**src/source/tage_pkg.sv**
```systemverilog
package tage_pkg;

	localparam int ADDR_W = 32;
	localparam int GHR_W = 16;
	localparam int NUM_TAGGED = 2;
	localparam int NUM_PROV = 3;   // Provider 0 is the base table
	localparam int BASE_IDX_W = 8;
	localparam int TBL_IDX_W = 6;
	localparam int TAG_W = 8;

	// Entry 0 is table 1, entry 1 is table 2
	localparam logic [NUM_TAGGED-1:0][4:0] HIST_LEN = {5'd12, 5'd4};

	localparam int CTR_W = 3;
	localparam logic [CTR_W-1:0] CTR_WEAK_T = 3'd4;
	localparam logic [CTR_W-1:0] CTR_WEAK_NT = 3'd3;
	localparam int U_W = 2;
	localparam logic [1:0] BASE_CTR_INIT = 2'd2;   // Weakly taken

	typedef logic [1:0] prov_t;

	typedef struct packed {
		logic             valid;
		logic [TAG_W-1:0] tag;
		logic [CTR_W-1:0] ctr;
		logic [U_W-1:0]   u;
	} tag_entry_t;

	typedef struct packed {
		logic [BASE_IDX_W-1:0]                base_idx;
		logic [NUM_TAGGED-1:0][TBL_IDX_W-1:0] idx;
		logic [NUM_TAGGED-1:0][TAG_W-1:0]     tag;
	} lookup_t;

	typedef struct packed {
		logic [ADDR_W-1:0] pc;
		logic [GHR_W-1:0]  ghr;
	} req_t;

	typedef struct packed {
		lookup_t           lookup;
		logic [ADDR_W-1:0] pc;
	} req_hashed_t;

	typedef struct packed {
		prov_t provider;
		logic  alt_pred;
		logic  prov_pred;
	} meta_t;

	typedef struct packed {
		logic              pred;
		meta_t             meta;
		logic [ADDR_W-1:0] pc;
	} resp_t;

	typedef struct packed {
		logic [ADDR_W-1:0] pc;
		logic [GHR_W-1:0]  ghr;
		logic              outcome;   // 1 is taken
		meta_t             meta;
	} fb_t;

endpackage

```
**src/source/tage_index_hash.sv**
```systemverilog
`timescale 1ns/1ns

module tage_index_hash (
	input  logic [tage_pkg::ADDR_W-1:0] i_pc,
	input  logic [tage_pkg::GHR_W-1:0]  i_ghr,
	output tage_pkg::lookup_t           o_lookup
);
	import tage_pkg::*;

	logic [TBL_IDX_W-1:0] idx_fold;
	logic [TAG_W-1:0]     tag_fold;

	always_comb
	begin
		o_lookup.base_idx = i_pc[2 +: BASE_IDX_W];
		for (int t = 0; t < NUM_TAGGED; t++)
		begin
			idx_fold = '0;
			tag_fold = '0;
			// Only the newest HIST_LEN bits take part, upper chunks end zero padded
			for (int b = 0; b < GHR_W; b++)
			begin
				if (b < int'(HIST_LEN[t]))
				begin
					idx_fold[b % TBL_IDX_W] = idx_fold[b % TBL_IDX_W] ^ i_ghr[b];
					tag_fold[b % TAG_W] = tag_fold[b % TAG_W] ^ i_ghr[b];
				end
			end
			o_lookup.idx[t] = i_pc[2 +: TBL_IDX_W] ^ idx_fold;
			o_lookup.tag[t] = i_pc[8 +: TAG_W] ^ tag_fold;
		end
	end

endmodule

```
**src/source/tage_pipe_reg.sv**
```systemverilog
`timescale 1ns/1ns

module tage_pipe_reg #(
	parameter type payload_t = logic
) (
	input  logic     clk,
	input  logic     rst_n,
	input  payload_t i_data,
	input  logic     i_valid,
	output logic     o_ready,
	output payload_t o_data,
	output logic     o_valid,
	input  logic     i_ready
);

	// Free slot, or the held item leaves on this edge
	assign o_ready = i_ready || !o_valid;

	always_ff @(posedge clk)
	begin
		if (!rst_n)
			o_valid <= 1'b0;
		else if (o_ready)
			o_valid <= i_valid;
	end

	always_ff @(posedge clk)
	begin
		if (o_ready && i_valid)
			o_data <= i_data;
	end

endmodule

```
**src/source/tage_base_table.sv**
```systemverilog
`timescale 1ns/1ns

module tage_base_table (
	input  logic                            clk,
	input  logic                            rst_n,
	input  logic [tage_pkg::BASE_IDX_W-1:0] i_rd_idx,
	output logic [1:0]                      o_rd_ctr,
	input  logic [tage_pkg::BASE_IDX_W-1:0] i_up_idx,
	output logic [1:0]                      o_up_ctr,
	input  logic                            i_wr_en,
	input  logic [1:0]                      i_wr_ctr
);
	import tage_pkg::*;

	logic [1:0] ctr_mem [2**BASE_IDX_W];

	assign o_rd_ctr = ctr_mem[i_rd_idx];   // Prediction lookup
	assign o_up_ctr = ctr_mem[i_up_idx];

	// Writes always target the feedback index
	always_ff @(posedge clk)
	begin
		if (!rst_n)
			ctr_mem <= '{default: BASE_CTR_INIT};
		else if (i_wr_en)
			ctr_mem[i_up_idx] <= i_wr_ctr;
	end

endmodule

```
**src/source/tage_tagged_table.sv**
```systemverilog
`timescale 1ns/1ns

module tage_tagged_table (
	input  logic                           clk,
	input  logic                           rst_n,
	input  logic [tage_pkg::TBL_IDX_W-1:0] i_rd_idx,
	output tage_pkg::tag_entry_t           o_rd_entry,
	input  logic [tage_pkg::TBL_IDX_W-1:0] i_up_idx,
	output tage_pkg::tag_entry_t           o_up_entry,
	input  logic                           i_wr_en,
	input  tage_pkg::tag_entry_t           i_wr_entry
);
	import tage_pkg::*;

	logic             valid_mem [2**TBL_IDX_W];
	logic [TAG_W-1:0] tag_mem [2**TBL_IDX_W];
	logic [CTR_W-1:0] ctr_mem [2**TBL_IDX_W];
	logic [U_W-1:0]   u_mem [2**TBL_IDX_W];

	// Lookup port
	always_comb
	begin
		o_rd_entry.valid = valid_mem[i_rd_idx];
		o_rd_entry.tag = tag_mem[i_rd_idx];
		o_rd_entry.ctr = ctr_mem[i_rd_idx];
		o_rd_entry.u = u_mem[i_rd_idx];
	end

	// Update read, same index as the write
	always_comb
	begin
		o_up_entry.valid = valid_mem[i_up_idx];
		o_up_entry.tag = tag_mem[i_up_idx];
		o_up_entry.ctr = ctr_mem[i_up_idx];
		o_up_entry.u = u_mem[i_up_idx];
	end

	always_ff @(posedge clk)
	begin
		if (!rst_n)
		begin
			valid_mem <= '{default: 1'b0};
			ctr_mem <= '{default: CTR_WEAK_T};
			u_mem <= '{default: '0};
		end
		else if (i_wr_en)
		begin
			valid_mem[i_up_idx] <= i_wr_entry.valid;
			ctr_mem[i_up_idx] <= i_wr_entry.ctr;
			u_mem[i_up_idx] <= i_wr_entry.u;
		end
	end

	// Tag is meaningless while the entry is invalid
	always_ff @(posedge clk)
	begin
		if (i_wr_en)
			tag_mem[i_up_idx] <= i_wr_entry.tag;
	end

endmodule

```
**src/source/tage_provider_select.sv**
```systemverilog
`timescale 1ns/1ns

module tage_provider_select (
	input  tage_pkg::req_hashed_t                          i_hashed,
	input  logic [1:0]                                     i_base_ctr,
	input  tage_pkg::tag_entry_t [tage_pkg::NUM_TAGGED-1:0] i_entries,
	output tage_pkg::resp_t                                o_resp
);
	import tage_pkg::*;

	logic [NUM_TAGGED-1:0] hit;
	logic [NUM_PROV-1:0]   pred_of;
	prov_t                 prov;
	prov_t                 alt;

	always_comb
	begin
		pred_of[0] = i_base_ctr[1];   // 2 or more is taken
		for (int t = 0; t < NUM_TAGGED; t++)
		begin
			hit[t] = i_entries[t].valid && (i_entries[t].tag == i_hashed.lookup.tag[t]);
			pred_of[t + 1] = i_entries[t].ctr[CTR_W-1];
		end
	end

	// Walk upward so the last hit wins and the one before it is the alternate
	always_comb
	begin
		prov = '0;
		alt = '0;
		for (int t = 0; t < NUM_TAGGED; t++)
		begin
			if (hit[t])
			begin
				alt = prov;
				prov = prov_t'(t + 1);
			end
		end
	end

	always_comb
	begin
		o_resp.pred = pred_of[prov];
		o_resp.meta.provider = prov;
		o_resp.meta.alt_pred = pred_of[alt];
		o_resp.meta.prov_pred = pred_of[prov];
		o_resp.pc = i_hashed.pc;
	end

endmodule

```
**src/source/tage_update_ctrl.sv**
```systemverilog
`timescale 1ns/1ns

module tage_update_ctrl (
	input  tage_pkg::fb_t                                  i_fb,
	input  logic                                           i_fb_valid,
	input  tage_pkg::lookup_t                              i_lookup,
	input  logic [1:0]                                     i_base_ctr,
	input  tage_pkg::tag_entry_t [tage_pkg::NUM_TAGGED-1:0] i_entries,
	output logic                                           o_base_wr_en,
	output logic [1:0]                                     o_base_ctr,
	output logic [tage_pkg::NUM_TAGGED-1:0]                o_tbl_wr_en,
	output tage_pkg::tag_entry_t [tage_pkg::NUM_TAGGED-1:0] o_tbl_entry
);
	import tage_pkg::*;

	prov_t prov;
	logic  mispred;
	logic  alloc_req;
	logic  alloc_done;

	function automatic logic [CTR_W-1:0] ctr_step(input logic [CTR_W-1:0] c, input logic up);
		ctr_step = c;
		if (up && (c != '1))
			ctr_step = c + 1'b1;
		else if (!up && (c != '0))
			ctr_step = c - 1'b1;
	endfunction

	assign prov = i_fb.meta.provider;
	assign mispred = i_fb.meta.prov_pred != i_fb.outcome;
	assign alloc_req = mispred && (int'(prov) < NUM_TAGGED);   // Only below the top table

	// Base trains only as provider
	always_comb
	begin
		o_base_wr_en = i_fb_valid && (prov == '0);
		o_base_ctr = i_base_ctr;
		if (i_fb.outcome && (i_base_ctr != 2'd3))
			o_base_ctr = i_base_ctr + 2'd1;
		else if (!i_fb.outcome && (i_base_ctr != 2'd0))
			o_base_ctr = i_base_ctr - 2'd1;
	end

	always_comb
	begin
		alloc_done = 1'b0;
		for (int t = 0; t < NUM_TAGGED; t++)
		begin
			o_tbl_entry[t] = i_entries[t];
			o_tbl_wr_en[t] = 1'b0;
			if (int'(prov) == t + 1)
			begin
				o_tbl_entry[t].ctr = ctr_step(i_entries[t].ctr, i_fb.outcome);
				if (i_fb.meta.alt_pred != i_fb.meta.prov_pred)
				begin
					if (!mispred && (i_entries[t].u != '1))
						o_tbl_entry[t].u = i_entries[t].u + 1'b1;
					else if (mispred && (i_entries[t].u != '0))
						o_tbl_entry[t].u = i_entries[t].u - 1'b1;
				end
				o_tbl_wr_en[t] = i_fb_valid;
			end
			else if (alloc_req && !alloc_done && ((t + 1) > int'(prov)) &&
				(!i_entries[t].valid || (i_entries[t].u == '0)))
			begin
				o_tbl_entry[t] = '{valid: 1'b1, tag: i_lookup.tag[t],
					ctr: (i_fb.outcome ? CTR_WEAK_T : CTR_WEAK_NT), u: '0};
				o_tbl_wr_en[t] = i_fb_valid;
				alloc_done = 1'b1;
			end
		end
		// Every candidate is still useful, so age them all
		if (alloc_req && !alloc_done)
		begin
			for (int t = 0; t < NUM_TAGGED; t++)
			begin
				if ((t + 1) > int'(prov))
				begin
					o_tbl_entry[t].u = i_entries[t].u - 1'b1;
					o_tbl_wr_en[t] = i_fb_valid;
				end
			end
		end
	end

endmodule

```
**src/source/tage_predictor.sv**
```systemverilog
`timescale 1ns/1ns

module tage_predictor (
	input  logic              clk,
	input  logic              rst_n,
	input  tage_pkg::req_t    i_req,
	input  logic              i_req_valid,
	output logic              o_req_ready,
	output tage_pkg::resp_t   o_resp,
	output logic              o_resp_valid,
	input  logic              i_resp_ready,
	input  tage_pkg::fb_t     i_fb,
	input  logic              i_fb_valid
);
	import tage_pkg::*;

	lookup_t     req_lookup;
	lookup_t     fb_lookup;
	req_hashed_t a_in;
	req_hashed_t a_out;
	logic        a_valid;
	logic        b_ready;
	resp_t       b_in;

	logic [1:0] base_rd_ctr;
	logic [1:0] base_up_ctr;
	logic [1:0] base_wr_ctr;
	logic       base_wr_en;

	tag_entry_t [NUM_TAGGED-1:0] rd_entries;
	tag_entry_t [NUM_TAGGED-1:0] up_entries;
	tag_entry_t [NUM_TAGGED-1:0] wr_entries;
	logic [NUM_TAGGED-1:0]       tbl_wr_en;

	tage_index_hash u_req_hash (
		.i_pc(i_req.pc),
		.i_ghr(i_req.ghr),
		.o_lookup(req_lookup)
	);

	assign a_in = '{lookup: req_lookup, pc: i_req.pc};

	tage_pipe_reg #(.payload_t(req_hashed_t)) u_stage_a (
		.clk,
		.rst_n,
		.i_data(a_in),
		.i_valid(i_req_valid),
		.o_ready(o_req_ready),
		.o_data(a_out),
		.o_valid(a_valid),
		.i_ready(b_ready)
	);

	tage_base_table u_base (
		.clk,
		.rst_n,
		.i_rd_idx(a_out.lookup.base_idx),
		.o_rd_ctr(base_rd_ctr),
		.i_up_idx(fb_lookup.base_idx),
		.o_up_ctr(base_up_ctr),
		.i_wr_en(base_wr_en),
		.i_wr_ctr(base_wr_ctr)
	);

	for (genvar t = 0; t < NUM_TAGGED; t++)
	begin : g_tbl
		tage_tagged_table u_tbl (
			.clk,
			.rst_n,
			.i_rd_idx(a_out.lookup.idx[t]),
			.o_rd_entry(rd_entries[t]),
			.i_up_idx(fb_lookup.idx[t]),
			.o_up_entry(up_entries[t]),
			.i_wr_en(tbl_wr_en[t]),
			.i_wr_entry(wr_entries[t])
		);
	end

	tage_provider_select u_select (
		.i_hashed(a_out),
		.i_base_ctr(base_rd_ctr),
		.i_entries(rd_entries),
		.o_resp(b_in)
	);

	tage_pipe_reg #(.payload_t(resp_t)) u_stage_b (
		.clk,
		.rst_n,
		.i_data(b_in),
		.i_valid(a_valid),
		.o_ready(b_ready),
		.o_data(o_resp),
		.o_valid(o_resp_valid),
		.i_ready(i_resp_ready)
	);

	// Feedback recomputes indices from its own pc and history
	tage_index_hash u_fb_hash (
		.i_pc(i_fb.pc),
		.i_ghr(i_fb.ghr),
		.o_lookup(fb_lookup)
	);

	tage_update_ctrl u_update (
		.i_fb,
		.i_fb_valid,
		.i_lookup(fb_lookup),
		.i_base_ctr(base_up_ctr),
		.i_entries(up_entries),
		.o_base_wr_en(base_wr_en),
		.o_base_ctr(base_wr_ctr),
		.o_tbl_wr_en(tbl_wr_en),
		.o_tbl_entry(wr_entries)
	);

endmodule

```
**config.mk**
```make
export PLATFORM = sky130hd
export DESIGN_NAME = tage_predictor
export DESIGN_NICKNAME = d
export VERILOG_FILES = /design/src/source/tage_pkg.sv /design/src/source/tage_index_hash.sv /design/src/source/tage_pipe_reg.sv /design/src/source/tage_base_table.sv /design/src/source/tage_tagged_table.sv /design/src/source/tage_provider_select.sv /design/src/source/tage_update_ctrl.sv /design/src/source/tage_predictor.sv
export SDC_FILE = /design/constraint.sdc
export NUM_CORES = 2
export LEC_CHECK = 0
export ABC_AREA = 0
export BUFFER_PORTS_ARGS = -buffer_cell sky130_fd_sc_hd__buf_2
export CAP_MARGIN = 20
export CORE_AREA = 4 4 487 489
export DETAILED_ROUTE_END_ITERATION = 8
export DIE_AREA = 0 0 491 493
export PLACE_DENSITY = 0.59
export SYNTH_ARGS = -nofsm -noshare
export SYNTH_HDL_FRONTEND = slang
export SYNTH_SLANG_ARGS = --single-unit
export TNS_END_PERCENT = 50
```
**constraint.sdc**
```tcl
create_clock -name clk -period 8.1 [get_ports clk]
set_clock_uncertainty 0.1 [all_clocks]
set_input_delay 1.62 -clock clk [delete_from_list [all_inputs] [get_ports clk]]
set_output_delay 1.62 -clock clk [all_outputs]
set_load 0.01 [all_outputs]
```
==> results.cfg <==
[status]
status = finished, final reports clean

[setup_path]
worstSetupPathType = input pin to flip-flop
crit_path_end_kind = flip-flop
slowest_stage = nor2_1
r2r_cells = 9
crit_arrival_ns = 7.54
startpoint_type = input pin
critPathMaxStageDelay_ns = 0.95
path_max_fanout = 12
required_ns = 8.49
cp_num_buf_inv = 4
r2r_end = u_stage_b.o_data[36]
cp_top_family = simple AND/OR/NAND/NOR gates
worstPathCellList = buf_2 > xor2_4 > nor2_1 > nand2_1 > buf_4 > o22ai_1 > o31ai_1 > o21ai_0 > nor4b_2 > buf_4 > inv_1 > ha_1 > nand2_1 > o41ai_2 > nor2_1 > and3_1 > nand2_1 > nor2_1
rrSetupSlack_ns = 2.32

[floorplan]
die_area_mm2 = 0.2421
die_y_um = 493
io-pin-count = 145
initial_utilization = 0.4495
rows = 177
fp.coreArea_mm2 = 0.2323
die_x_um = 491

[clock_tree]
clk_pin_slew_worst_paths_ns = 0.06
clock_latency_ns = 0.88
cts_tree = built
cts_setup_buffers = 0
cts_root_buf = clkbuf_16
cts_buffers = 235
cts_max_level = 4
post_cts_resized = 0
clockBufferDepth = 3
cts_hold_repair.buffers = 0
cts_sinks = 2408

[synthesis]
syn_area_per_cell_um2 = 12.42
yosysSeqAreaShare = 0.5684
synth_nets = 8525
yosysTopAreaCellShare = 0.3204
synth_top_cell_by_area = edfxtp_1
ys_seq_elements = 2408
synth_ff_type = dfxtp_1
syn_area_mm2 = 0.1044
async_flop_share = 0
ys_top_cells_by_area = edfxtp_1 32%, dfxtp_1 25%, mux4_2 14%
syn_inst = 8405
yosysWarnings = 0
ys_types = 97
synth_edf_count = 1114

[detailed_routing]
drc_errors = 0
drt-total-wl_mm = 320.6
dr.first_iter.drc_count = 8527
num_vias = 72920
wire_per_inst_um = 27.59
ant_nets = 0
viasPerCell = 6.275
dr.pass1.iters = 7

[pwr]
ir_drop_mv = 0.1922
p_leak_nw = 37.57
p_per_area_mw_per_mm2 = 230.2
finalPower_mw = 26.99

[cells_and_area]
layout_commonest_cell = dfxtp_1
area_growth_pct = 12.27
layout_common_cells = 1,287 x dfxtp_1, 1,114 x edfxtp_1, 653 x mux4_2, 600 x nand2_1, 588 x a21oi_1
nets = 8484
drive_gt1_frac = 0.2178

[sta]
drv_slew = 0
setup_viol = 0
hold_violations = 0
post-route-period-util = 0.8828
max_freq_mhz = 139.8
slew_headroom = 0.1435
rsz0062_at_grt = no
setup_total_negative_slack_ns = 0
hold_ws_ns = 0.3191
max_slew.worst_pin.slew_ns = 1.285
post-route-min-period_ns = 7.151

[global_routing]
grt_util_all_layers = 0.2577
grt_pass1_wl_mm = 473.4
grt_pass1_vias = 69760
grt_max_degree = 252
overflow = 0
antenna_found_initial = 13

[worst_hold_path]
hold_class = flip-flop to flip-flop
hp-start = u_stage_a.o_data[21]
hold_end = u_stage_b.o_data[21]
hold_depth = 0

[placed_design]
globalplace.congestion = 0.9220
port_buffers = 118
dpl.hpwl_mm = 205.3

[job]
max_cap_viol_count = 0
==> cells by family after synthesis <==
logic type	after synthesis	synth area share
muxes	957	0.1708
AOI/OAI and AO/OA	2113	0.1254
and+or+nand+nor	1984	0.08821
DFF	2408	0.5684
adders and majority gates	14	0.001678
xor gates and xnor gates	80	0.008364
buffers and inverters	849	0.03718
==> synth_stat cells, drive strengths merged, types with 251 or more instances <==
cell type	instances
a21oi	694
buf	380
clkbuf	439
dfxtp	1294
edfxtp	1114
mux2i	251
mux4	653
nand2	600
nand3	294
nor2	513
nor3	366
o21ai	660
==> metal layers <==
layer | vias to the layer above | track usage | part of all wire
li1 | 32230 | - | -
met1 | 36680 | 0.3529 | 0.41
met2 | 3347 | 0.4069 | 0.46
met3 | 664 | 0.04633 | 0.082
met4 | 4 | 0.1073 | 0.046
met5 | - | 0 | 0.000084
==> area by class of cell <==
cell class / instances / area, µm²
inverter: 30 / 121.4
sequential: 2408 / 59380
fill: 19820 / 115100
tap: 3043 / 3807
antenna: 11 / 27.53
multi-input combinational: 5148 / 41740
timing repair buffer: 541 / 4388
clock inverter: 101 / 1013
clock buffer: 339 / 6764
==> registers in the layout (all words and copies together), names as in the netlist, named ones only <==
signal / flops
g_tbl.u_tbl.ctr_mem: 384
u_stage_a.o_data: 54
g_tbl.u_tbl.valid_mem: 128
u_stage_b.o_data: 36
u_stage_a.o_valid: 1
u_base.ctr_mem: 512
u_stage_b.o_valid: 1
g_tbl.u_tbl.tag_mem: 1024
g_tbl.u_tbl.u_mem: 256
==> worst max-delay path by stage <==
| stage | depth (start not counted) | start | to |
|---|---|---|---|
| floorplan | 18 | i_fb[7] | g_tbl[1].u_tbl.tag_mem[0][0] |
| global placement | 18 | i_fb[5] | g_tbl[1].u_tbl.tag_mem[0][0] |
| detailed placement | 18 | i_fb[5] | g_tbl[1].u_tbl.tag_mem[2][6] |
| CTS | 18 | i_fb[5] | g_tbl[1].u_tbl.tag_mem[2][5] |
| global route | 18 | i_fb[5] | g_tbl[1].u_tbl.tag_mem[3][1] |
| finish | 18 | i_fb[5] | g_tbl[1].u_tbl.tag_mem[1][5] |
==> metrics by stage <==
| stage | util | worst slack [ns] | std cells | instance area, µm² |
|---|---|---|---|---|
| final | 0.5047 | 0.9492 | 11620 | 117200 |
| after detailed placement | 0.4707 | 0.3024 | 11170 | 109400 |
| after CTS | 0.5042 | 1.226 | 11610 | 117100 |
| after global routing | 0.5046 | 0.9325 | 11620 | 117200 |
| after global placement | 0.4705 | 0.3248 | 11160 | 109300 |
| after floorplan | - | 0.5807 | 8405 | 104400 |
==> where the power goes <==
part	total [mW]	internal [mW]	switching [mW]
clock network	11.0	6.24	4.79
registers	12.9	12.8	0.106
logic	3.08	0.936	2.15
total	27.0	20.0	7.04
Note: power is estimated with default switching activity, not from simulation.
